--- src/hw/icache_geom_pkg.sv ---
/*
  Geometry of the instruction cache.
  Line size, set count and way count must be powers of two.
  Fetches are 32-bit aligned and the two low address bits are ignored.
  The memory port is one line wide, so a refill is a single beat.
*/
package icache_geom_pkg;

  ////////////////////////////////////////
  // fetch side
  ////////////////////////////////////////

  // physical fetch address, no translation in front of the cache
  localparam int ADDR_BITS  = 32;
  // one instruction word per fetch
  localparam int FETCH_BITS = 32;

  ////////////////////////////////////////
  // array organisation
  ////////////////////////////////////////

  localparam int LINE_BYTES = 16;
  localparam int NUM_SETS   = 64;
  localparam int NUM_WAYS   = 4;

  // derived field widths
  localparam int LINE_BITS      = LINE_BYTES * 8;
  localparam int OFFSET_BITS    = $clog2(LINE_BYTES);
  localparam int INDEX_BITS     = $clog2(NUM_SETS);
  localparam int TAG_BITS       = ADDR_BITS - INDEX_BITS - OFFSET_BITS;
  localparam int WAY_BITS       = $clog2(NUM_WAYS);
  // word position inside a line
  localparam int WORD_BITS      = $clog2(LINE_BITS / FETCH_BITS);
  // tag and index together, the address of a whole line
  localparam int LINE_ADDR_BITS = ADDR_BITS - OFFSET_BITS;

  ////////////////////////////////////////
  // victim selection
  ////////////////////////////////////////

  // 8-bit galois lfsr, x^8 + x^6 + x^5 + x^4 + 1
  localparam logic [7:0] LFSR_SEED = 8'hA5;
  localparam logic [7:0] LFSR_TAPS = 8'hB8;

endpackage

--- src/hw/icache_types_pkg.sv ---
/*
  Packed structs passed between the cache stages and to the memory port.
  Field widths follow the geometry package.
  The Wishbone port is read only, so there is no we, sel or write data.
*/
package icache_types_pkg;
  import icache_geom_pkg::*;

  // fetch request and response, the response has no back-pressure
  typedef struct packed {
    logic [ADDR_BITS-1:0] addr;
  } fetch_req_t;

  typedef struct packed {
    logic [FETCH_BITS-1:0] data;
  } fetch_rsp_t;

  // one tag RAM entry, valid bit on top
  typedef struct packed {
    logic                valid;
    logic [TAG_BITS-1:0] tag;
  } tag_entry_t;

  // one data RAM entry
  typedef struct packed {
    logic [LINE_BITS-1:0] data;
  } line_t;

  // stage 1 to stage 2
  typedef struct packed {
    logic [TAG_BITS-1:0]   tag;
    logic [INDEX_BITS-1:0] index;
    logic [WORD_BITS-1:0]  offset;
    // low when the cache was disabled at accept time
    logic                  compare;
  } lookup_t;

  // stage 2 to stage 3
  typedef struct packed {
    logic [LINE_ADDR_BITS-1:0] line_addr;
    logic [NUM_WAYS-1:0]       way;
    // write the line back into the arrays
    logic                      allocate;
  } miss_t;

  // wishbone classic, master side
  typedef struct packed {
    logic                 cyc;
    logic                 stb;
    logic [ADDR_BITS-1:0] adr;
  } wb_req_t;

  typedef struct packed {
    logic  ack;
    line_t dat;
  } wb_rsp_t;

  // line write into the way RAMs, one-hot way select
  typedef struct packed {
    logic                  we;
    logic [INDEX_BITS-1:0] index;
    logic [NUM_WAYS-1:0]   way;
  } ram_wr_t;

endpackage

--- src/hw/icache_hit_select.sv ---
/*
  Stage 2 of the instruction cache.
  Compares the registered tags of all ways and selects the hit word.
  On a miss it picks a victim: the lowest invalid way, else an LFSR way.
  miss_valid_o is combinational in the compare cycle and then held until
  refill_done_i, which also loads the response from the refill line.
*/
`timescale 1ns/1ps

module icache_hit_select
  import icache_geom_pkg::*;
  import icache_types_pkg::*;
(
  input  logic                      clk_i,
  input  logic                      rst_ni,
  input  lookup_t                   lookup_i,
  input  logic                      lookup_valid_i,
  input  logic                      enabled_i,
  input  tag_entry_t [NUM_WAYS-1:0] tags_i,
  input  line_t      [NUM_WAYS-1:0] lines_i,
  input  line_t                     refill_rsp_i,
  input  logic                      refill_done_i,
  output miss_t                     miss_o,
  output logic                      miss_valid_o,
  output fetch_rsp_t                fetch_rsp_o,
  output logic                      fetch_rsp_valid_o
);

  lookup_t               lk_q;
  logic                  lk_valid_q;
  logic                  miss_open_q;
  miss_t                 miss_q, miss_new;
  logic [7:0]            lfsr_q;
  fetch_rsp_t            rsp_q;
  logic                  rsp_valid_q;
  logic [NUM_WAYS-1:0]   hit_oh, inv_oh, rnd_oh;
  logic                  hit, all_valid, miss_now;
  logic [FETCH_BITS-1:0] hit_word;

  ////////////////////////////////////////
  // tag compare and word select
  ////////////////////////////////////////

  always_comb begin : p_compare
    hit_word = '0;
    for (int w = 0; w < NUM_WAYS; w++) begin
      hit_oh[w] = lk_q.compare & tags_i[w].valid & (tags_i[w].tag == lk_q.tag);
      // at most one way hits, so an or-mux is enough
      if (hit_oh[w]) begin
        hit_word |= lines_i[w].data[lk_q.offset*FETCH_BITS +: FETCH_BITS];
      end
    end
  end

  assign hit      = |hit_oh;
  assign miss_now = lk_valid_q & ~hit;

  ////////////////////////////////////////
  // victim choice
  ////////////////////////////////////////

  // scan downwards so the lowest invalid way wins
  always_comb begin : p_first_invalid
    inv_oh = '0;
    for (int w = NUM_WAYS - 1; w >= 0; w--) begin
      if (!tags_i[w].valid) begin
        inv_oh = NUM_WAYS'(1) << w;
      end
    end
  end

  assign all_valid = (inv_oh == '0);
  assign rnd_oh    = NUM_WAYS'(1) << lfsr_q[WAY_BITS-1:0];

  assign miss_new.line_addr = {lk_q.tag, lk_q.index};
  assign miss_new.way       = all_valid ? rnd_oh : inv_oh;
  // no allocation for fetches made with the cache off
  assign miss_new.allocate  = lk_q.compare & enabled_i;

  // stage 3 takes the live item in the compare cycle, the copy afterwards
  assign miss_o       = miss_open_q ? miss_q : miss_new;
  assign miss_valid_o = miss_now | miss_open_q;

  ////////////////////////////////////////
  // registers
  ////////////////////////////////////////

  always_ff @(posedge clk_i or negedge rst_ni) begin : p_ctrl
    if (!rst_ni) begin
      lk_valid_q  <= 1'b0;
      miss_open_q <= 1'b0;
      lfsr_q      <= LFSR_SEED;
      rsp_valid_q <= 1'b0;
    end else begin
      lk_valid_q <= lookup_valid_i;
      if (miss_now) begin
        miss_open_q <= 1'b1;
      end else if (refill_done_i) begin
        miss_open_q <= 1'b0;
      end
      // galois step once per allocating miss
      if (miss_now && miss_new.allocate) begin
        lfsr_q <= {1'b0, lfsr_q[7:1]} ^ (lfsr_q[0] ? LFSR_TAPS : 8'h00);
      end
      rsp_valid_q <= (lk_valid_q & hit) | refill_done_i;
    end
  end

  // lk_q stays put during a miss, stage 1 holds back the next item
  always_ff @(posedge clk_i) begin : p_payload
    if (lookup_valid_i) begin
      lk_q <= lookup_i;
    end
    if (miss_now) begin
      miss_q <= miss_new;
    end
    if (lk_valid_q && hit) begin
      rsp_q.data <= hit_word;
    end else if (refill_done_i) begin
      rsp_q.data <= refill_rsp_i.data[lk_q.offset*FETCH_BITS +: FETCH_BITS];
    end
  end

  assign fetch_rsp_o       = rsp_q;
  assign fetch_rsp_valid_o = rsp_valid_q;

endmodule

--- config.mk ---
export PLATFORM = sky130hd
export DESIGN_NAME = icache_hit_select
export DESIGN_NICKNAME = d
export VERILOG_FILES = /design/src/hw/icache_geom_pkg.sv /design/src/hw/icache_types_pkg.sv /design/src/hw/icache_hit_select.sv
export SDC_FILE = /design/constraint.sdc
export NUM_CORES = 1
export LEC_CHECK = 0
export BUFFER_PORTS_ARGS = -buffer_cell sky130_fd_sc_hd__buf_2
export CORE_AREA = 5 5 326 328
export DETAILED_ROUTE_END_ITERATION = 12
export DIE_AREA = 0 0 331 333
export GPL_TIMING_DRIVEN = 0
export PLACE_DENSITY = 0.3
export SLEW_MARGIN = 20
export SYNTH_ARGS = -nofsm -noshare
export SYNTH_HDL_FRONTEND = slang
export SYNTH_SLANG_ARGS = --single-unit
--- constraint.sdc ---
create_clock -name clk_i -period 4.2 [get_ports clk_i]
set_input_delay 0 -clock clk_i [delete_from_list [all_inputs] [get_ports clk_i]]
set_output_delay 0 -clock clk_i [all_outputs]
set_load 0.01 [all_outputs]
# Word-level counts from Yosys, hierarchy flattened
# Cells that the tools add are included.
# word_totals
register_bits,107
inputBits,768
output_inout_bits,67
word_cells,61
# op_classes
eq_ne,4
n_shift,6
mux,15
bitwise,18
reduce_logical,6
# ops
cell,n
$shiftx A128 B8 Y32,5
$mux W32,6
$or A32 B32 Y32,3
$eq A22 B22 Y1,4
$mux W33,1
$mux W4,5
$and A1 B1 Y1,11
$mux W8,1
$xor A7 B8 Y8,1
$logic_not A4 Y1,1
$reduce_bool A2 Y1,2
$reduce_or A4 Y1,1
$shl A1 B2 Y4 const A,1
$logic_and A1 B1 Y1,2
$mux W1,2
$or A1 B1 Y1,2
$not A1 Y1,1

# Longest topological paths before layout
# Gate-level depths: netlist of run 1.
# logic_depth
depth_word,10
ltp_mapped,10
ltp_nobuf,7

# Least setup slack after synthesis of run 1
# No wires, ideal clock.
# synth_timing
path_kind,reg-to-reg
startpoint,reg lk_q[12] in the netlist's numbering
endpoint,"reg rsp_q (netlist bit fetch_rsp_o[0]), enable pin"
setup_time_ns,0.395
arrival_time_ns,2.712
required_ns,3.805
path_slack_ns,1.093
stages_incl_launch_ff,9
n_path_buf,2
period_less_slack_ns,3.107
cell_sequence,edfxtp_1 buf_6 xnor2_1 nand3_1 or4_4 nor4_4 o41ai_1 buf_2 nand2b_1
# synth_between
elab_chain_len,5
elab_cells_between_ends,11
classes_between,4 x eq/ne; 4 x bitwise; 3 x reduce/logical
# synth_lines
item,line,text
start: declaration,icache_hit_select.sv:29,lookup_t lk_q;
start signal: assignment,icache_hit_select.sv:112,lk_q <= lookup_i;
$eq A22 B22 Y1,icache_hit_select.sv:47,hit_oh[w] = lk_q.compare & tags_i[w].valid & (tags_i[w].tag == lk_q.tag);
$and A1 B1 Y1,icache_hit_select.sv:47,
$reduce_or A4 Y1 (*),icache_hit_select.sv:55,assign hit = |hit_oh;
$logic_and A1 B1 Y1 (*),icache_hit_select.sv:117,if (lk_valid_q && hit) begin
$reduce_bool A2 Y1 (no source line) (*),-,
end: declaration,icache_hit_select.sv:34,fetch_rsp_t rsp_q;
# Mark *: on every way between the ends. The rest lies on a longest branch, timed or not.
# A chain may end at the register's enable or synchronous reset.

# Worst setup path in the final report of run 1
# layout_timing
startpoint,reg lk_q[2] in the netlist's numbering
endpoint,reg rsp_q (netlist bit fetch_rsp_o[2]) (data pin)
# layout_between
elab_chain_len,9
elab_cells_between_ends,14
classes_between,5 x shift; 6 x mux; 3 x bitwise
# layout_lines
item,line,text
$shiftx A128 B8 Y32,icache_hit_select.sv:50,hit_word |= lines_i[w].data[lk_q.offset*FETCH_BITS +: FETCH_BITS];
$mux W32,icache_hit_select.sv:49,if (hit_oh[w]) begin
$or A32 B32 Y32,icache_hit_select.sv:50,
$mux W32,icache_hit_select.sv:49,
$or A32 B32 Y32,icache_hit_select.sv:50,
$mux W32,icache_hit_select.sv:49,
$or A32 B32 Y32,icache_hit_select.sv:50,
$mux W32,icache_hit_select.sv:49,
$mux W32 (*),icache_hit_select.sv:117,
# Mark *: on every way between the ends. The rest lies on a longest branch, timed or not. The select of a mux whose other input is x is not followed.

==> results.ini, run 1 <==
[die]
die_width_um=331
dieHeight_um=333
core_region_area_um2=102900
initial_core_util=0.09368
num_rows=118
die_area_um2=110200
num_io_pins=835

[clocking]
cts-root-buf=sky130_fd_sc_hd__clkbuf_16
cts_tree=yes
cts_setup_buffers=0
cts.sink_count=107
cts-root-to-sink-buffers=2
cts_inserted_buffers=9
insertion_delay_ns=0.40
max_h_tree_level=3
clk_pin_slew_ns=0.09

[timing]
setup-violations-final=0
slew-limit-headroom=0.2390
period_minus_slack_ns=3.922
worstMarginPinSlew_ns=1.142
fin_worst_skew_ns=0.03598
final-hold-violation-count=0
final_max_slew_viol_count=0
fin_worst_hold_slack_ns=0.03892
fmaxAchievable_ghz=0.2550
share_of_the_clock_period_used_by_the_worst_path_after_layout=0.9337
rsz0062_at_grt=false
post_route_setup_tns_ns=0

[yosys]
syn-instance-count=665
synthesis.yosys.warnings=0
post_synth_instance_area_um2=9640
synth-edff-count=96
share_of_async_settable_or_async_resettable_flops_after_synthesis=0.1028
synth_area_per_cell_um2=14.50
synth_largest_type_area_fraction=0.3738
fraction_of_the_yosys_area_taken_by_sequential_cells=0.3281
ys_ff_latch=107
yosys-top-cells-count=sky130_fd_sc_hd__mux4_2, sky130_fd_sc_hd__edfxtp_1, sky130_fd_sc_hd__a22oi_1
syn_nets=1433
most_common_cell_in_the_netlist=sky130_fd_sc_hd__mux4_2
synth_largest_area_cell=sky130_fd_sc_hd__mux4_2
synth_top_flop_cell=sky130_fd_sc_hd__edfxtp_1
ys_top_cells_by_area=sky130_fd_sc_hd__mux4_2, sky130_fd_sc_hd__edfxtp_1, sky130_fd_sc_hd__a22oi_1
netlist-cell-type-count=32

[cells_and_area]
final_layout_size_suffix_gt1_frac=0.7084
final_core_util=0.1596
design.final.nets=2320
finalNonFillerCells=2956
area.growth.synth_to_final_pct=70.33

[grt]
grt_start_max_net_pins=33
grt_pass1_wl_um=109400
via_count_of_the_first_global_routing_pass=11970
track_usage=0.1478
number_of_antenna_violations_at_the_first_check_in_global_routing=53
grt.overflow.total=0

[worst_setup_path]
setup.worst_path.end_class=flop
timing.critical_path.slowest_stage_cell=sky130_fd_sc_hd__clkbuf_1
setup.reg_to_reg.worst_slack_ns=0.28
path_class=flop to flop
crit_required_ns=4.35
crit_top_cell=sky130_fd_sc_hd__clkbuf_1
critical_path_peak_fanout=10
timing.critical_path.slowest_cell_delay_ns=0.87
cp.arrival_ns=4.07
path_cells=clkbuf_1 -> clkbuf_1 -> clkbuf_1 -> mux4_2 -> a22oi_1 -> a21oi_1 -> a21o_1
critPathLaunchType=flop

[place]
portBuffers=834
dp_cells=2887
post-dp-hpwl_um=76870
gp_congestion=0.8827

[route]
routed_wirelength_um=86050
drt_iter0_drc=708
via_count_of_the_routed_design=10830
drt.antenna.violating_nets=0
drc=0
routed_via_count_divided_by_cell_count=3.663
drt_pre_antenna_iters=5
wire_per_inst_um=29.11

[power]
power_leakage_nw=6.802
p_total_w=0.003818
vdd_ir_drop_max_mv=0.1851
p_per_area_nw_per_um2=232.5

[outcome]
outcome=finished clean

[hold_path]
holdCritPathClass=input port to flop

[flow_run]
cap_viol_max_count=0

==> layout make-up <==
class,count,area (um^2)
Clock buffer,9,225.2
Buffer,80,359.1
Antenna cell,19,47.55
Tap cell,1380,1727
Fill cell,11610,86490
Clock inverter,7,80.08
Multi-Input combinational cell,474,6150
Inverter,2,7.507
Timing Repair Buffer,878,4662
Sequential cell,107,3163
==> power by group <==
group          internal [W]  switching, W  total [W]  leakage [nW]
Clock              0.000476      0.000511   0.000987         0.150
Sequential          0.00125     0.0000254    0.00127          1.08
Combinational      0.000768      0.000790    0.00156          5.58
Total               0.00249       0.00133    0.00382          6.80
==> path summary, 6_finish.rpt <==
check	from	end	cells after the start
max	lk_q[2]$_DFFE_PP_	fetch_rsp_o[2]$_DFFE_PP_	7
min	tags_i[91]	miss_q[4]$_DFFE_PP_	2
max reg2reg	lk_q[2]$_DFFE_PP_	fetch_rsp_o[2]$_DFFE_PP_	7
min reg2reg	lk_q[26]$_DFFE_PP_	miss_q[28]$_DFFE_PP_	0
max in group asynchronous	rst_ni	lfsr_q[5]$_DFFE_PN1P_	2
min in group asynchronous	rst_ni	miss_open_q$_DFFE_PN0P_	2
==> per-stage QoR <==
step / instance area [um^2] / worst slack [ns]
final: 16420 / 0.2784
after floorplan: 9641 / 1.093
after CTS: 16370 / 0.02855
after detailed placement: 15700 / -0.4545
after global placement: 15540 / -2.856
after global routing: 16390 / 0.06821
==> sequential cells by signal (all words and copies together), names as in the netlist <==
name               cells
miss_open_q            1
lfsr_q                 8
miss_q                33
lk_valid_q             1
lk_q                  31
fetch_rsp_valid_o      1
fetch_rsp_o           32
==> critical path, delay by kind of cell, from the launching register on <==
family                 cells  cell delay, ns
buffers and inverters      3            2.08
muxes                      1            0.45
DFF                        1            0.33
AOI/OAI and AO/OA          3            0.80
==> routing by layer <==
metal / track usage / vias up / share of wire / routed length, um
met5: 0 / - / 0.0020 / 173
met4: 0.03872 / 26 / 0.019 / 1674
met3: 0.04384 / 84 / 0.086 / 7441
met2: 0.2516 / 620 / 0.49 / 42190
met1: 0.1827 / 5491 / 0.40 / 34570
li1: - / 4608 / - / -
==> cell usage in the layout (no fill, tap or decap), drive strengths merged, types with 5 or more instances in the layout <==
master,n
mux2,41
xnor2,42
dfrtp,7
xor2,49
clkbuf,59
mux4,160
nand3,5
edfxtp,96
nor4,11
a21o,32
buf,872
a21oi,34
diode,19
dlygate4sd3,36
inv,5
nand2,6
nand4,14
a22oi,64
==> cell families (layout without fill, tap and decap cells) <==
logic type,count (synthesis),after routing,synth area share
xor+xnor,91,91,0.08267
flops,107,107,0.3281
other cells,0,19,0
mux,201,201,0.4248
compound gates,133,133,0.09461
buf+inv,84,976,0.03712
simple gates,49,49,0.03271
==> timing repair <==
| item | CTS | global route |
|---|---|---|
| gates resized for setup | 2 | 4 |
| hold buffers | 36 | 0 |
| setup endpoints to repair | 20 | 1 |
| hold endpoints to repair | 47 | 0 |
| pin swaps | 0 | 0 |
(Power assumes the default switching activity.)
==> run 2: changes to the inputs <==
clock period = 3.99 ns   (was 4.2 ns; I/O delays follow)
==> run 2 against run 1 <==
Effect of this change: hold slack improved by 0.0025 ns; non-clock buffer count unchanged; highest routed layer unchanged; register-to-register slack got worse by 0.05 ns; cell area about the same; clock skew increased by 0.00064 ns; count of clock-buffer cells in the layout unchanged; largest cell class unchanged; worst setup slack got worse by 0.054 ns; sequential power increased by 6%; total power increased by 5.2%.
==> results.ini, run 2 (same netlist as run 1, synthesis figures left out) <==
[die]
core_region_area_um2=102900  ; unchanged
die_width_um=331  ; unchanged
num_rows=118  ; unchanged
num_io_pins=835  ; unchanged
die_area_um2=110200  ; unchanged
initial_core_util=0.09368  ; unchanged
dieHeight_um=333  ; unchanged

[clocking]
cts-root-to-sink-buffers=2  ; unchanged
cts_tree=yes
clk_pin_slew_ns=0.11  ; +0.02 ns
cts.sink_count=107  ; unchanged
insertion_delay_ns=0.40  ; about the same
max_h_tree_level=3  ; unchanged
cts_setup_buffers=0  ; unchanged
cts-root-buf=sky130_fd_sc_hd__clkbuf_16
cts_inserted_buffers=9  ; unchanged

[cells_and_area]
fillers=11610  ; +0.017%
final_layout_size_suffix_gt1_frac=0.7103  ; +0.001927
area.growth.synth_to_final_pct=70.44  ; about the same
regMostFlops=miss_q
layout_common_cells=sky130_fd_sc_hd__buf_2, sky130_fd_sc_hd__mux4_2, sky130_fd_sc_hd__edfxtp_1, sky130_fd_sc_hd__a22oi_1, sky130_fd_sc_hd__xor2_1
design.final.nets=2320  ; unchanged
final_design_area_no_fill_um2=16430  ; about the same
final_common_cell=sky130_fd_sc_hd__buf_2
largest_register_ffs=33  ; unchanged

[timing]
worstMarginPinSlew_ns=1.135  ; -0.006980 ns
rsz0062_at_grt=false
postLayoutSetupSlackWorst_ns=0.2240  ; -0.05432 ns
setup-violations-final=0  ; unchanged
period_minus_slack_ns=3.766  ; -0.1557 ns
fin_worst_skew_ns=0.03663  ; +0.0006423 ns
slew-limit-headroom=0.2436  ; +0.004654
fmaxAchievable_ghz=0.2655  ; +4.1%
fin_worst_hold_slack_ns=0.04139  ; +0.002464 ns
final-hold-violation-count=0  ; unchanged
share_of_the_clock_period_used_by_the_worst_path_after_layout=0.9438  ; +0.01013
final_max_slew_viol_count=0  ; unchanged

[route]
via_count_of_the_routed_design=10900  ; +0.62%
drc=0  ; unchanged
routed_wirelength_um=85850  ; -0.23%
drt.antenna.violating_nets=0  ; unchanged
wire_per_inst_um=29.04  ; -0.23%
routed_via_count_divided_by_cell_count=3.686  ; +0.62%
drt_pre_antenna_iters=5  ; unchanged
drt_iter0_drc=682  ; -3.7%

[worst_setup_path]
path_cells=clkbuf_1 -> clkbuf_1 -> clkbuf_1 -> mux4_2 -> a22oi_1 -> a21oi_1 -> a21o_1
critPathLaunchType=flop
setup.worst_path.end_class=flop
timing.critical_path.slowest_stage_cell=sky130_fd_sc_hd__clkbuf_1
count_of_cells_along_the_worst_register_to_register_path=7  ; unchanged
timing.critical_path.max_delay_family=buffers and inverters
timing.critical_path.buf_inv=3  ; unchanged
regToRegStartpoint=lk_q[2]$_DFFE_PP_
path_class=flop to flop
critical_path_peak_fanout=10  ; unchanged
setup.reg_to_reg.worst_slack_ns=0.22  ; -0.05 ns
regToRegEndpoint=fetch_rsp_o[20]$_DFFE_PP_
timing.critical_path.slowest_cell_delay_ns=0.90  ; +0.03 ns
crit_required_ns=4.16  ; -0.19 ns
cp.arrival_ns=3.93  ; -0.14 ns
crit_top_cell=sky130_fd_sc_hd__clkbuf_1

[outcome]
outcome=finished clean

[hold_path]
timing.hold.worst.start=tags_i[91]
holdCritPathClass=input port to flop
timing.hold.worst_path_depth=2  ; unchanged
whs_endpoint=miss_q[4]$_DFFE_PP_

[grt]
grt_start_max_net_pins=33  ; unchanged
via_count_of_the_first_global_routing_pass=11970  ; -0.042%
number_of_antenna_violations_at_the_first_check_in_global_routing=53  ; unchanged
grt.overflow.total=0  ; unchanged
grt_pass1_wl_um=109200  ; -0.20%
track_usage=0.1474  ; -0.0004102

[flow_run]
cap_viol_max_count=0  ; unchanged

[power]
power_leakage_nw=6.827  ; +0.37%
p_per_area_nw_per_um2=244.4  ; +5.1%
vdd_ir_drop_max_mv=0.1948  ; +5.2%
p_total_w=0.004015  ; +5.2%

[place]
portBuffers=834  ; unchanged
instance_area_after_placement_um2=15700  ; unchanged
pre_cts_slack_ns=-0.6645  ; -0.2100 ns
gp_congestion=0.8827  ; unchanged
post-dp-hpwl_um=76870  ; unchanged

==> run 2: cell counts in the layout (fill, tap and decap cells not counted) <==
No cell type changed its count.
==> run 2: stage by stage <==
stage	cells	setup TNS [ns]	utilization
3_5_place_dp	2887	-9.450	0.1525
4_1_cts	2938	0	0.1592
2_1_floorplan	665	0	-
3_3_place_gp	2879	-219.69	0.1510
5_1_grt	2945	0	0.1594
6_report	2956	0	0.1597
==> run 2: repair_timing <==
action | 4_1_cts | 5_1_grt
hold buffers | 36 | 0
endpoints found under the hold margin | 47 | 0
resized for setup | 7 | 3
endpoints found under the setup margin | 64 | 5
==> run 2: report_power, final <==
group          switching [W]  internal, W
Clock               0.000535     0.000501
Combinational       0.000832     0.000808
Sequential         0.0000269      0.00131
Total                0.00139      0.00262
==> run 2: per-layer routing <==
layer  global-route usage  part of all wire  up-vias
li1                     -                 -     4611
met4              0.03593             0.017       26
met3              0.04360             0.085       80
met2               0.2514              0.49      652
met5                    0            0.0019        -
met1               0.1830              0.40     5527
==> run 2: worst max path at each step <==
stage / from / to / slack, ns / depth (start not counted)
floorplan: lk_q[12]$_DFFE_PP_ / fetch_rsp_o[0]$_DFFE_PP_ / 0.88 / 8
global placement: lk_q[29]$_DFFE_PP_ / fetch_rsp_o[2]$_DFFE_PP_ / -3.07 / 8
detailed placement: lk_q[29]$_DFFE_PP_ / fetch_rsp_o[2]$_DFFE_PP_ / -0.66 / 10
CTS: lk_q[29]$_DFFE_PP_ / fetch_rsp_o[1]$_DFFE_PP_ / 0.01 / 10
global route: lk_q[29]$_DFFE_PP_ / fetch_rsp_o[20]$_DFFE_PP_ / 0.03 / 10
finish: lk_q[2]$_DFFE_PP_ / fetch_rsp_o[20]$_DFFE_PP_ / 0.22 / 7
==> run 2: area by class of cell <==
type / instances / area [um^2] / share of cell area
tap: 1380 / 1727 / 0.1051
buffer: 80 / 362.8 / 0.02208
inverter: 2 / 7.507 / 0.0004569
timing repair buffer: 878 / 4662 / 0.2837
clock inverter: 7 / 80.08 / 0.004874
sequential: 107 / 3163 / 0.1925
antenna: 19 / 47.55 / 0.002894
multi-input combinational: 474 / 6156 / 0.3747
clock buffer: 9 / 225.2 / 0.01371
