### src/hw/icache_geom_pkg.sv
/*
  Geometry of the instruction cache.
  Line size, set count and way count must be powers of two.
  Fetches are 32-bit aligned and the two low address bits are ignored.
  The memory port is one line wide, so a refill is a single beat.
*/
package icache_geom_pkg;

  ////////////////////////////////////////
  // fetch side
  ////////////////////////////////////////

  // physical fetch address, no translation in front of the cache
  localparam int ADDR_BITS  = 32;
  // one instruction word per fetch
  localparam int FETCH_BITS = 32;

  ////////////////////////////////////////
  // array organisation
  ////////////////////////////////////////

  localparam int LINE_BYTES = 16;
  localparam int NUM_SETS   = 64;
  localparam int NUM_WAYS   = 4;

  // derived field widths
  localparam int LINE_BITS      = LINE_BYTES * 8;
  localparam int OFFSET_BITS    = $clog2(LINE_BYTES);
  localparam int INDEX_BITS     = $clog2(NUM_SETS);
  localparam int TAG_BITS       = ADDR_BITS - INDEX_BITS - OFFSET_BITS;
  localparam int WAY_BITS       = $clog2(NUM_WAYS);
  // word position inside a line
  localparam int WORD_BITS      = $clog2(LINE_BITS / FETCH_BITS);
  // tag and index together, the address of a whole line
  localparam int LINE_ADDR_BITS = ADDR_BITS - OFFSET_BITS;

  ////////////////////////////////////////
  // victim selection
  ////////////////////////////////////////

  // 8-bit galois lfsr, x^8 + x^6 + x^5 + x^4 + 1
  localparam logic [7:0] LFSR_SEED = 8'hA5;
  localparam logic [7:0] LFSR_TAPS = 8'hB8;

endpackage

### src/hw/icache_types_pkg.sv
/*
  Packed structs passed between the cache stages and to the memory port.
  Field widths follow the geometry package.
  The Wishbone port is read only, so there is no we, sel or write data.
*/
package icache_types_pkg;
  import icache_geom_pkg::*;

  // fetch request and response, the response has no back-pressure
  typedef struct packed {
    logic [ADDR_BITS-1:0] addr;
  } fetch_req_t;

  typedef struct packed {
    logic [FETCH_BITS-1:0] data;
  } fetch_rsp_t;

  // one tag RAM entry, valid bit on top
  typedef struct packed {
    logic                valid;
    logic [TAG_BITS-1:0] tag;
  } tag_entry_t;

  // one data RAM entry
  typedef struct packed {
    logic [LINE_BITS-1:0] data;
  } line_t;

  // stage 1 to stage 2
  typedef struct packed {
    logic [TAG_BITS-1:0]   tag;
    logic [INDEX_BITS-1:0] index;
    logic [WORD_BITS-1:0]  offset;
    // low when the cache was disabled at accept time
    logic                  compare;
  } lookup_t;

  // stage 2 to stage 3
  typedef struct packed {
    logic [LINE_ADDR_BITS-1:0] line_addr;
    logic [NUM_WAYS-1:0]       way;
    // write the line back into the arrays
    logic                      allocate;
  } miss_t;

  // wishbone classic, master side
  typedef struct packed {
    logic                 cyc;
    logic                 stb;
    logic [ADDR_BITS-1:0] adr;
  } wb_req_t;

  typedef struct packed {
    logic  ack;
    line_t dat;
  } wb_rsp_t;

  // line write into the way RAMs, one-hot way select
  typedef struct packed {
    logic                  we;
    logic [INDEX_BITS-1:0] index;
    logic [NUM_WAYS-1:0]   way;
  } ram_wr_t;

endpackage

### src/hw/icache_lookup.sv
/*
  Stage 1 of the instruction cache.
  Accepts fetches, splits the address and reads the way RAMs.
  Owns cache enable and flush: after reset, on flush_i and on a rising
  en_i all valid bits are cleared, which takes NUM_SETS cycles.
  A flush waits until no fetch is in flight or open as a miss.
*/
`timescale 1ns/1ps

module icache_lookup
  import icache_geom_pkg::*;
  import icache_types_pkg::*;
(
  input  logic                  clk_i,
  input  logic                  rst_ni,
  input  logic                  en_i,
  input  logic                  flush_i,
  input  logic                  fetch_valid_i,
  input  fetch_req_t            fetch_req_i,
  output logic                  fetch_ready_o,
  input  logic                  refill_done_i,
  input  logic                  miss_valid_i,
  output lookup_t               lookup_o,
  output logic                  lookup_valid_o,
  output logic                  enabled_o,
  output logic                  rd_en_o,
  output logic [INDEX_BITS-1:0] rd_index_o,
  output ram_wr_t               flush_wr_o
);

  typedef enum logic [1:0] {
    FLUSH,
    RUN,
    WAIT_MISS
  } state_e;

  state_e                state_d, state_q;
  logic                  en_d, en_q;
  logic                  flush_pend_d, flush_pend_q;
  logic [INDEX_BITS-1:0] flush_cnt_q;
  logic                  flush_done;
  logic                  flush_req;
  logic                  pipe_idle;
  logic                  accept;
  lookup_t               lookup_q;
  logic                  valid_q;

  ////////////////////////////////////////
  // fetch handshake
  ////////////////////////////////////////

  // any reason to clear the arrays, including a fresh enable
  assign flush_req  = flush_pend_q | flush_i | (en_i & ~en_q);
  // a hit in stage 2 can still finish while the flush runs
  assign pipe_idle  = ~valid_q & ~miss_valid_i;
  assign flush_done = (flush_cnt_q == INDEX_BITS'(NUM_SETS - 1));

  // miss_valid_i is live in the compare cycle, so ready drops at once
  assign fetch_ready_o = (state_q == RUN) & ~miss_valid_i & ~flush_req;
  assign accept        = fetch_valid_i & fetch_ready_o;

  // an item behind a miss waits here and re-reads the arrays after the refill
  assign lookup_valid_o = valid_q & ~miss_valid_i;
  assign lookup_o       = lookup_q;
  // disabled fetches skip the array read
  assign rd_en_o        = lookup_valid_o & lookup_q.compare;
  assign rd_index_o     = lookup_q.index;
  assign enabled_o      = en_q;

  // flush writes an invalid entry into every way of one set per cycle
  assign flush_wr_o.we    = (state_q == FLUSH);
  assign flush_wr_o.index = flush_cnt_q;
  assign flush_wr_o.way   = '1;

  ////////////////////////////////////////
  // enable and flush control
  ////////////////////////////////////////

  always_comb begin : p_fsm
    state_d      = state_q;
    // disabling takes effect at once, enabling goes through a flush
    en_d         = en_q & en_i;
    flush_pend_d = flush_pend_q | flush_i;

    unique case (state_q)
      FLUSH: begin
        if (flush_done) begin
          state_d      = RUN;
          en_d         = en_i;
          flush_pend_d = flush_i;
        end
      end
      RUN: begin
        if (flush_req && pipe_idle) begin
          state_d = FLUSH;
        end else if (miss_valid_i) begin
          state_d = WAIT_MISS;
        end
      end
      WAIT_MISS: begin
        // ready rises in the cycle the response goes out
        if (refill_done_i) begin
          state_d = RUN;
        end
      end
      default: begin
        state_d = FLUSH;
      end
    endcase
  end

  always_ff @(posedge clk_i or negedge rst_ni) begin : p_ctrl
    if (!rst_ni) begin
      state_q      <= FLUSH;
      en_q         <= 1'b0;
      flush_pend_q <= 1'b0;
      flush_cnt_q  <= '0;
      valid_q      <= 1'b0;
    end else begin
      state_q      <= state_d;
      en_q         <= en_d;
      flush_pend_q <= flush_pend_d;
      // wraps back to zero on the last set
      if (state_q == FLUSH) begin
        flush_cnt_q <= flush_cnt_q + 1'b1;
      end
      // hold the item while stage 2 is busy with a miss
      valid_q <= accept | (valid_q & miss_valid_i);
    end
  end

  // address split, captured on accept
  always_ff @(posedge clk_i) begin : p_payload
    if (accept) begin
      lookup_q.tag     <= fetch_req_i.addr[ADDR_BITS-1 -: TAG_BITS];
      lookup_q.index   <= fetch_req_i.addr[OFFSET_BITS +: INDEX_BITS];
      lookup_q.offset  <= fetch_req_i.addr[OFFSET_BITS-1 -: WORD_BITS];
      lookup_q.compare <= en_q;
    end
  end

endmodule

### config.mk
export PLATFORM = sky130hd
export DESIGN_NAME = icache_lookup
export DESIGN_NICKNAME = d
export VERILOG_FILES = /design/src/hw/icache_geom_pkg.sv /design/src/hw/icache_types_pkg.sv /design/src/hw/icache_lookup.sv
export SDC_FILE = /design/constraint.sdc
export NUM_CORES = 1
export LEC_CHECK = 0
export BUFFER_PORTS_ARGS = -buffer_cell sky130_fd_sc_hd__buf_4
export CAP_MARGIN = 20
export CORE_UTILIZATION = 45
export CTS_CLUSTER_SIZE = 40
export DETAILED_ROUTE_END_ITERATION = 10
export HOLD_SLACK_MARGIN = 0.03
export PLACE_DENSITY = 0.92
export SKIP_CTS_REPAIR_TIMING = 1
export SLEW_MARGIN = 25
export SYNTH_ARGS = -nofsm -noshare
export SYNTH_HDL_FRONTEND = slang
export SYNTH_SLANG_ARGS = --single-unit
### constraint.sdc
create_clock -name clk_i -period 3.4 [get_ports clk_i]
set_input_delay 0.34 -clock clk_i [delete_from_list [all_inputs] [get_ports clk_i]]
set_output_delay 0.34 -clock clk_i [all_outputs]
set_load 0.01 [all_outputs]
* After elaboration in Yosys (flattened, before gate mapping) *
Cells that the tools add are included.

word-level totals
  output and inout bits = 52
  input bits = 39
  register bits after elaboration = 42
  logic and storage cells = 44

operators by class
  $add $sub $neg = 1
  bitwise gates (word level) = 16
  reductions and logical operators = 3
  equal/unequal tests = 6
  muxes and demuxes = 9

operators by type and width
  cell                 number
  $and 1x1->1          9
  $mux 2               4
  $add 6x1->6 const B  1
  $eq 6x6->1 const B   1
  $pmux 2 s3           1
  $mux 1               4
  $not 1->1            4
  $ne 3x2->1 const B   1
  $or 1x1->1           3
  $reduce_and 3->1     1
  $eq 2x1->1 const B   1
  $eq 2x2->1 const B   1
  $logic_not 2->1      1
  $ne 2x1->1 const B   1
  $ne 2x2->1 const B   1
  $logic_and 1x1->1    1

* Logic depth before layout (Yosys ltp) *
Gate-level depths: netlist (run 1).

  word-level depth = 7
  gate-level depth with buffers = 3
  gate-level depth less buffers = 3

* Least setup slack after synthesis (run 1) *
No wires, ideal clock.

  path kind = register to register
  from = register state_q[1]
  to = register lookup_q (netlist bit lookup_o[0]), enable pin
  period minus slack after synthesis = 2.016 ns
  setup time = 0.391 ns
  path slack = 1.384 ns
  path buffers = 0
  arrival = 1.625 ns
  cell stages (with the launch flop) = 4
  data required time = 3.009 ns
  cell sequence = dfrtp_1 nor2b_1 and3_1 and2_1

on the way
  longest elaborated chain between the ends = 4

RTL lines
  item                       line                  text
  from (decl)                icache_lookup.sv:37   state_e state_d, state_q;
  from (signal assigned)     icache_lookup.sv:120  state_q <= state_d;
  $eq 2x1->1                 icache_lookup.sv:59   assign fetch_ready_o = (state_q == RUN) & ~miss_valid_i & ~flush_req;
  $and 1x1->1 (2 in series)  icache_lookup.sv:59
  net fetch_ready_o          icache_lookup.sv:20   output logic fetch_ready_o,
  $and 1x1->1                icache_lookup.sv:60   assign accept = fetch_valid_i & fetch_ready_o;
  net accept                 icache_lookup.sv:44   logic accept;
  to (decl)                  icache_lookup.sv:45   lookup_t lookup_q;

The timed path passes the listed nets, and every way through them passes these cells.
A chain may end at the register's enable or synchronous reset.

* Worst setup path after layout (run 1) *
  from = register state_q[0]
  to = register lookup_q (netlist bit lookup_o[19]), enable pin

on the way
  longest elaborated chain between the ends = 4

RTL lines
  item                       line
  $eq 2x1->1                 icache_lookup.sv:59
  $and 1x1->1 (2 in series)  icache_lookup.sv:59
  $and 1x1->1                icache_lookup.sv:60
  net accept                 icache_lookup.sv:44

The timed path passes the listed nets, and every way through them passes these cells.

==> results of run 1 <==
-- area by class of cell --
type / instances / share of cell area
timing repair buffer: 86 / 0.295
inverter: 1 / 0.00171
clock inverter: 2 / 0.00399
multi-input combinational: 34 / 0.106
clock buffer: 6 / 0.0188
tap: 44 / 0.0251
sequential: 42 / 0.549
-- Yosys cell counts, types with 2 or more instances --
library cell	instances
buf_4	10
nand2b_1	2
dfrtp_1	11
nand4_1	4
nor2b_1	2
edfxtp_1	31
and2_1	2
nand2_1	2
xnor2_1	4
-- worst register-to-register path, stage by stage, from the launching register on --
cell	delay [ns]
dfrtp_1	0.42
nor2b_1	0.23
and3_1	0.24
and2_1	0.14
buf_4	0.34
-- worst paths after layout --
check	startpoint	to	slack, ns	depth (start not counted)
setup / recovery	state_q[0]	lookup_o[19]	1.70	4
hold / removal	refill_done_i	state_q[1]	0.17	2
setup reg to reg	state_q[0]	lookup_o[19]	1.70	4
hold reg to reg	flush_pend_q	flush_pend_q	0.48	1
max in group asynchronous	rst_ni	enabled_o	2.87	2
min in group asynchronous	rst_ni	state_q[1]	0.38	2
-- through the flow --
| stage | utilization | hold WS, ns | area, um^2 |
|---|---|---|---|
| after floorplan | - | 0.0444 | 1520 |
| after global placement | 0.688 | 0.178 | 2140 |
| after detailed placement | 0.688 | 0.181 | 2140 |
| after CTS | 0.704 | -0.198 | 2190 |
| after global routing | 0.708 | 0.145 | 2200 |
| final | 0.708 | 0.175 | 2200 |
-- report_power, final --
group,switching (mW),internal [mW]
logic,0.0859,0.131
clock network,0.139,0.0778
registers,0.0560,0.595
-- layer usage --
layer,share of wire,global-route usage,vias to the layer above
li1,-,-,463
met1,0.36,0.167,445
met2,0.48,0.273,69
met3,0.14,0.0779,9
met4,0.019,0.0764,0
met5,0,0,-
-- sequential cells by signal, summed over array words and instances, names as in the netlist --
signal        cells
lookup_o         25
flush_cnt_q       6
rd_index_o        6
state_q           2
enabled_o         1
flush_pend_q      1
valid_q           1
-- cell families after synthesis --
| kind of cell | count (synthesis) | synth area share |
|---|---|---|
| compound gates | 5 | 0.0224 |
| xor+xnor | 5 | 0.0291 |
| fa+ha+maj | 1 | 0.00830 |
| buf+inv | 11 | 0.0523 |
| flops | 42 | 0.801 |
| mux | 1 | 0.00747 |
| other cells | 1 | 0.00249 |
| simple gates | 18 | 0.0772 |
==> out/qor.csv, run 1 <==
stage,metric,value,unit
power_and_ir_drop,p_per_area,494,nW/um^2
logic_synthesis,synth_area,1510,um^2
drt,viasPerCell,4.59,
setup_path,critPathTopFamily,simple AND/OR/NAND/NOR gates,
setup_path,arrival,1.70,ns
logic_synthesis,yosys.area.top_type,edfxtp_1,
timing,tns,0,ns
clocking,cts.sinks,42,
min_path,hold_path_class,in -> reg,
cells_and_area,layout_common_cells,"85 x buf_4, 31 x edfxtp_1, 11 x dfrtp_1",
die,start_util,0.485,
cells_and_area,fill_cells,238,
die,num_rows,20,
global_routing,grt_antenna_before_repair,0,
global_routing,grt_pass1_wl,4060,um
drt,dr.first_iter.drc_count,13,
clocking,clk_pin_slew,0.11,ns
die,die_x,59.9,um
run_status,status,completed,
clocking,clockBufferDepth,2,
global_routing,grt.overflow.total,0,
placement,portBuffers,84,
drt,antenna_left,0,
logic_synthesis,seq_area_frac_synth,0.801,
timing,slew_violations,0,
logic_synthesis,ys_types,25,
setup_path,cp-start-kind,flip-flop,
cells_and_area,layout_commonest_cell,buf_4,
logic_synthesis,avgSynthCellArea,17.9,um^2
clocking,cts_tree,done,
clocking,clk_latency,0.33,ns
logic_synthesis,yosysWarnings,0,
logic_synthesis,synth_edf_count,31,
cells_and_area,seq_area,1210,um^2
logic_synthesis,synth_cells,84,
cells_and_area,nNetsFinal,210,
global_routing,grt_pass1_vias,944,
timing,post-route-min-period,1.70,ns
drt,routed_wl,2840,um
clocking,htree_levels,2,
cells_and_area,drive_gt1_frac,0.538,
die,placeableCoreArea,3100,um^2
die,dieArea,3580,um^2
setup_path,path_buf_inv,1,
setup_path,cp.required,3.40,ns
cells_and_area,multi_input_area,233,um^2
drt,wl_per_cell,13.2,um
clocking,cts_buffers,5,
logic_synthesis,synth_flop_cell,edfxtp_1,
placement,dpl.cell_count,206,
drt,vias,986,
placement,hpwl,2150,um
placement,pre_cts_slack,1.70,ns
cells_and_area,fin_cells,215,
logic_synthesis,synthTopCellsByArea,"edfxtp_1 62%, dfrtp_1 18%, buf_4 5.0%",
timing,setup_violations,0,
timing,rsz0062_at_grt,no,
timing,worst_slack,1.70,ns
die,ios,91,
die,die_h,59.9,um
power_and_ir_drop,vdd_drop_max,0.000425,V
global_routing,grt_start_max_net_pins,32,
clocking,cts_root_buf,clkbuf_4,
placement,gp_congestion,0.695,
timing,skew,0.00654,ns
power_and_ir_drop,leakage,0.954,nW
run,maxCapViolations,0,
setup_path,max_stage_delay,0.42,ns
cells_and_area,diodes,0,
logic_synthesis,yosysTopAreaCellShare,0.618,
logic_synthesis,ys_seq_elements,42,
setup_path,endpoint_kind,flip-flop,
drt,firstDrtPassIters,3,
timing,hold_violations,0,
timing,finalCritPeriodShare,0.500,
timing,fmax,588,MHz
setup_path,path_cells,nor2b_1 > and3_1 > and2_1 > buf_4,
setup_path,crit_type,reg -> reg,
setup_path,path_max_fanout,31,
logic_synthesis,synthArstFlopShare,0.262,
setup_path,cpMaxStageDelayCell,dfrtp_1,
power_and_ir_drop,total_power,1.08,mW
global_routing,grt_use_total,0.161,
cells_and_area,area_growth,45.8,%
drt,drc,0,
No activity file was read; power rests on OpenSTA's default activity.
==> inputs of run 2 (changes only) <==
Settings changed: CORE_UTILIZATION 45 to 38, PLACE_DENSITY 0.92 to 0.84.
Clock period 3.4 ns to 1.4 ns, I/O delays scaled along.
==> run 2 against run 1 <==
Net effect: the run now ends with negative setup slack left; non-clock buffer count is 25 higher; largest cell class unchanged; clock-buffer cell count is 2 higher; register-to-register slack worse by 1.7 ns; critical endpoint is now lookup_o[12].
==> out/qor.csv, run 2 (same netlist as run 1, synthesis figures left out) <==
stage,metric,value,unit
clocking,clk_latency,0.28,ns
run_status,failed_checks,negative setup slack,
setup_path,reg2reg_to,lookup_o[12],
die,start_util,0.402,
drt,drc,0,
min_path,hold_path_class,in -> reg,
die,ios,91,
timing,setup_violations,19,
setup_path,path_cells,nor2b_2 > and3_4 > and2_4 > clkbuf_16,
die,placeableCoreArea,3740,um^2
timing,hold_violations,0,
cells_and_area,seq_area,1210,um^2
clocking,cts_buffers,5,
power_and_ir_drop,total_power,2.94,mW
drt,viasPerCell,4.51,
drt,routed_wl,3340,um
timing,post-route-min-period,1.42,ns
setup_path,reg2reg_slack,-0.02,ns
power_and_ir_drop,pwr-share-comb,0.206,
cells_and_area,layout_common_cells,"87 x buf_4, 31 x edfxtp_1, 20 x dlygate4sd3_1",
setup_path,critPathTopFamily,simple AND/OR/NAND/NOR gates,
power_and_ir_drop,seqPwrFrac,0.538,
placement,gp_congestion,0.771,
timing,holdWs,0.0371,ns
drt,firstDrtPassIters,4,
cells_and_area,drive_gt1_frac,0.520,
timing,finalCritPeriodShare,1.01,
setup_path,cp-start-kind,flip-flop,
cells_and_area,layout_commonest_cell,buf_4,
power_and_ir_drop,netSwitchingPower,0.722,mW
placement,portBuffers,84,
cells_and_area,area_growth,68.2,%
die,num_rows,22,
global_routing,grt_antenna_before_repair,0,
drt,antenna_left,0,
timing,slew_violations,0,
clocking,cts_root_buf,clkbuf_8,
drt,wl_per_cell,13.7,um
cells_and_area,fill_cells,277,
clocking,cts.sinks,42,
timing,rsz0062_at_grt,yes,
setup_path,arrival,1.42,ns
setup_path,cpMaxStageDelayCell,dfrtp_1,
timing,worst_slack,-0.0152,ns
cells_and_area,largest_reg_flops,25,
setup_path,max_stage_delay,0.40,ns
setup_path,cp.required,1.40,ns
clocking,clockBufferDepth,2,
global_routing,grt_pass1_wl,4570,um
power_and_ir_drop,internal_power,2.22,mW
power_and_ir_drop,p_per_area,1160,nW/um^2
setup_path,path_buf_inv,1,
power_and_ir_drop,switching_share,0.246,
global_routing,grt.overflow.total,0,
clocking,cts_tree,done,
die,die_x,65.0,um
power_and_ir_drop,leakage,1.09,nW
clocking,clk_pin_slew,0.07,ns
setup_path,r2r_start,state_q[1],
setup_path,worst-path-stages,4,
power_and_ir_drop,vdd_drop_max,0.00108,V
clocking,htree_levels,2,
setup_path,worstSetupStartpoint,state_q[1],
setup_path,worstSetupEndpoint,lookup_o[12],
timing,skew,0.00583,ns
die,dieArea,4220,um^2
global_routing,grt_use_total,0.149,
placement,hpwl,2330,um
cells_and_area,nNetsFinal,235,
power_and_ir_drop,power_frac_clock,0.256,
global_routing,grt_start_max_net_pins,26,
cells_and_area,multi_input_area,253,um^2
timing,fmax,707,MHz
setup_path,endpoint_kind,flip-flop,
die,die_h,65.0,um
run,maxCapViolations,0,
setup_path,crit_type,reg -> reg,
drt,dr.first_iter.drc_count,42,
run_status,status,"finished, violations left",
setup_path,path_max_fanout,6,
setup_path,rr_worst_depth,4,
global_routing,grt_pass1_vias,986,
drt,vias,1101,
cells_and_area,diodes,0,
cells_and_area,utilization,0.677,
run 2: cell count changes in the layout (fill, tap and decap cells not counted), sizes merged:
cell	delta
clkinv	-2
dlygate4sd3	+19
clkbuf	+3
buf	+5
run 2: layout make-up:
type	instances	area share
Multi-Input combinational cell	34	0.0998
Inverter	1	0.00148
Sequential cell	42	0.476
Clock buffer	8	0.0356
Tap cell	48	0.0237
Timing Repair Buffer	111	0.363
run 2: power by group through the flow:
stage	Sequential [mW]	Combinational (mW)	Clock, mW
6_report	1.58	0.607	0.753
3_5_place_dp	1.60	0.558	0
2_1_floorplan	1.62	0.231	0
3_3_place_gp	1.59	0.534	0
4_1_cts	1.58	0.554	0.777
5_1_grt	1.60	0.671	0.826
run 2: metal layers:
layer,global-route usage,up-vias,part of all wire
met5,0,-,0
met4,0.0583,0,0.0030
met3,0.0493,2,0.096
met2,0.270,73,0.53
met1,0.159,512,0.37
li1,-,514,-
run 2: through the flow:
| stage | setup WS (ns) | std cells | instance area, um^2 | TNS (ns) |
|---|---|---|---|---|
| finish | -0.0152 | 244 | 2530 | -0.247 |
| global placement | 0.0231 | 213 | 2190 | 0 |
| floorplan | -0.0331 | 87 | 1530 | -1.02 |
| detailed placement | 0.0187 | 213 | 2190 | 0 |
| global route | -0.0684 | 244 | 2530 | -1.72 |
| CTS | -0.00364 | 221 | 2280 | -0.00364 |
run 2: worst register-to-register path, cell delays in order (launching register included):
cell	delay, ns
dfrtp_1	0.40
nor2b_2	0.16
and3_4	0.22
and2_4	0.20
clkbuf_16	0.16
run 2: worst min-delay path by stage:
| stage | start | to | slack (ns) | cells after the start |
|---|---|---|---|---|
| after floorplan | rst_ni | enabled_o | -0.16 | 0 |
| after global placement | rst_ni | state_q[1] | -0.02 | 1 |
| after detailed placement | rst_ni | state_q[1] | -0.02 | 1 |
| after CTS | rst_ni | state_q[1] | -0.32 | 1 |
| after global routing | fetch_req_i[23] | lookup_o[22] | 0.03 | 1 |
| final | fetch_req_i[23] | lookup_o[22] | 0.04 | 1 |
==> inputs of run 3 (changes only) <==
Settings changed: BUFFER_PORTS_ARGS -buffer_cell sky130_fd_sc_hd__buf_4 to not set, CORE_UTILIZATION 38 to 54, DONT_BUFFER_PORTS set to 1, PLACE_DENSITY 0.84 to 0.81.
==> run 3 against run 2 <==
Net effect: the flow now finishes without violations; clock-buffer cell count fell by 2; utilization grew 13 points; register-to-register slack gained 0.04 ns; global-route usage up 2.1 points; die area fell by 29%; clock skew increased by 0.00089 ns; critical path type is now reg -> out; largest cell class unchanged.
==> out/qor.csv, run 3 (same netlist as run 1, synthesis figures left out) <==
stage,metric,value,unit
run_status,status,completed,
power_and_ir_drop,pwr-share-comb,0.145,
clocking,cts.sinks,42,
timing,worst_slack,0.0283,ns
cells_and_area,area_growth,36.4,%
cells_and_area,layout_commonest_cell,dlygate4sd3_1,
die,die_h,54.8,um
placement,gp_congestion,0.707,
timing,holdWs,0.0789,ns
drt,antenna_left,0,
cells_and_area,largest_reg_flops,25,
drt,viasPerCell,5.43,
cells_and_area,nNetsFinal,170,
cells_and_area,drive_gt1_frac,0.176,
placement,portBuffers,0,
die,placeableCoreArea,2540,um^2
setup_path,arrival,1.23,ns
clocking,htree_levels,2,
power_and_ir_drop,seqPwrFrac,0.585,
timing,post-route-min-period,1.37,ns
drt,drc,0,
cells_and_area,layout_common_cells,"36 x dlygate4sd3_1, 31 x edfxtp_1, 11 x dfrtp_1",
clocking,cts_tree,done,
setup_path,crit_type,reg -> out,
die,start_util,0.592,
global_routing,grt_pass1_vias,702,
timing,rsz0062_at_grt,yes,
power_and_ir_drop,p_per_area,1350,nW/um^2
timing,finalCritPeriodShare,0.980,
power_and_ir_drop,power_frac_clock,0.270,
die,dieArea,3000,um^2
clocking,cts_root_buf,clkbuf_4,
timing,fmax,729,MHz
global_routing,grt_use_total,0.170,
clocking,clk_pin_slew,0.12,ns
timing,setup_violations,0,
setup_path,cp.required,1.26,ns
placement,dpl.cell_count,114,
die,num_rows,18,
global_routing,grt_start_max_net_pins,15,
cells_and_area,fin_cells,161,
cells_and_area,diodes,0,
drt,routed_wl,2940,um
cells_and_area,fill_cells,135,
clocking,clockBufferDepth,2,
run,maxCapViolations,0,
setup_path,path_max_fanout,6,
placement,hpwl,1880,um
timing,skew,0.00672,ns
drt,vias,875,
min_path,hold_path_class,in -> reg,
global_routing,grt_antenna_before_repair,0,
die,die_x,54.8,um
power_and_ir_drop,leakage,0.761,nW
placement,pre_cts_slack,0.0190,ns
setup_path,cp-start-kind,flip-flop,
clocking,clk_latency,0.34,ns
power_and_ir_drop,switching_share,0.257,
drt,dr.first_iter.drc_count,17,
power_and_ir_drop,netSwitchingPower,0.714,mW
drt,wl_per_cell,18.3,um
die,ios,91,
power_and_ir_drop,vdd_drop_max,0.00154,V
global_routing,grt_pass1_wl,3160,um
power_and_ir_drop,internal_power,2.06,mW
timing,hold_violations,0,
global_routing,grt.overflow.total,0,
timing,slew_violations,0,
setup_path,endpoint_kind,primary output,
drt,firstDrtPassIters,4,
clocking,cts_buffers,5,
power_and_ir_drop,total_power,2.78,mW
## run 3: cell count changes in the layout (fill, tap and decap cells not counted), moves of 5 or more
cell | previous run | this run
buf_4 | 87 | 6
clkbuf_4 | 0 | 5
clkbuf_8 | 6 | 0
dlygate4sd3_1 | 20 | 36
## run 3: cell type report
type / instances / area (um^2) / area share
timing repair buffer: 46 / 468 / 0.228
tap: 30 / 37.5 / 0.0183
clock buffer: 6 / 41.3 / 0.0201
sequential: 42 / 1210 / 0.587
multi-input combinational: 34 / 260 / 0.127
inverter: 1 / 3.75 / 0.00183
clock inverter: 2 / 37.5 / 0.0183
## run 3: stage by stage
step,area [um^2],util,TNS [ns]
floorplan,1530,-,-1.02
global placement,1570,0.616,0
detailed placement,1570,0.616,0
CTS,1650,0.647,-0.205
global route,2050,0.807,-0.318
finish,2050,0.807,0
## run 3: final timing paths
| kind | start | slack [ns] | cells after the start | end |
|---|---|---|---|---|
| min in group asynchronous | rst_ni | 0.18 | 1 | valid_q |
| hold / removal | refill_done_i | 0.08 | 3 | state_q[0] |
| max in group asynchronous | rst_ni | 0.89 | 1 | flush_cnt_q[5] |
| hold reg to reg | flush_pend_q | 0.51 | 1 | flush_pend_q |
| setup reg to reg | state_q[1] | 0.03 | 4 | rd_index_o[1] |
| setup / recovery | state_q[1] | 0.03 | 3 | flush_wr_o[10] |
## run 3: worst max-delay path: stages (launching register included)
cell and delay (ns):
dfrtp_1 0.43, buf_4 0.17, nor2_4 0.16, buf_6 0.13
## run 3: power by group through the flow
stage                     Combinational (mW)  Clock (mW)  Sequential (mW)
after floorplan                        0.231           0             1.62
after global placement                 0.271           0             1.64
after detailed placement               0.292           0             1.64
after CTS                              0.286       0.766             1.62
after global routing                   0.443       0.811             1.65
final                                  0.403       0.750             1.62
## run 3: metal layers
layer	up-vias	share of wire	global-route usage
met4	0	0.035	0.107
li1	386	-	-
met1	406	0.35	0.155
met5	-	0	0
met3	13	0.12	0.117
met2	70	0.49	0.271
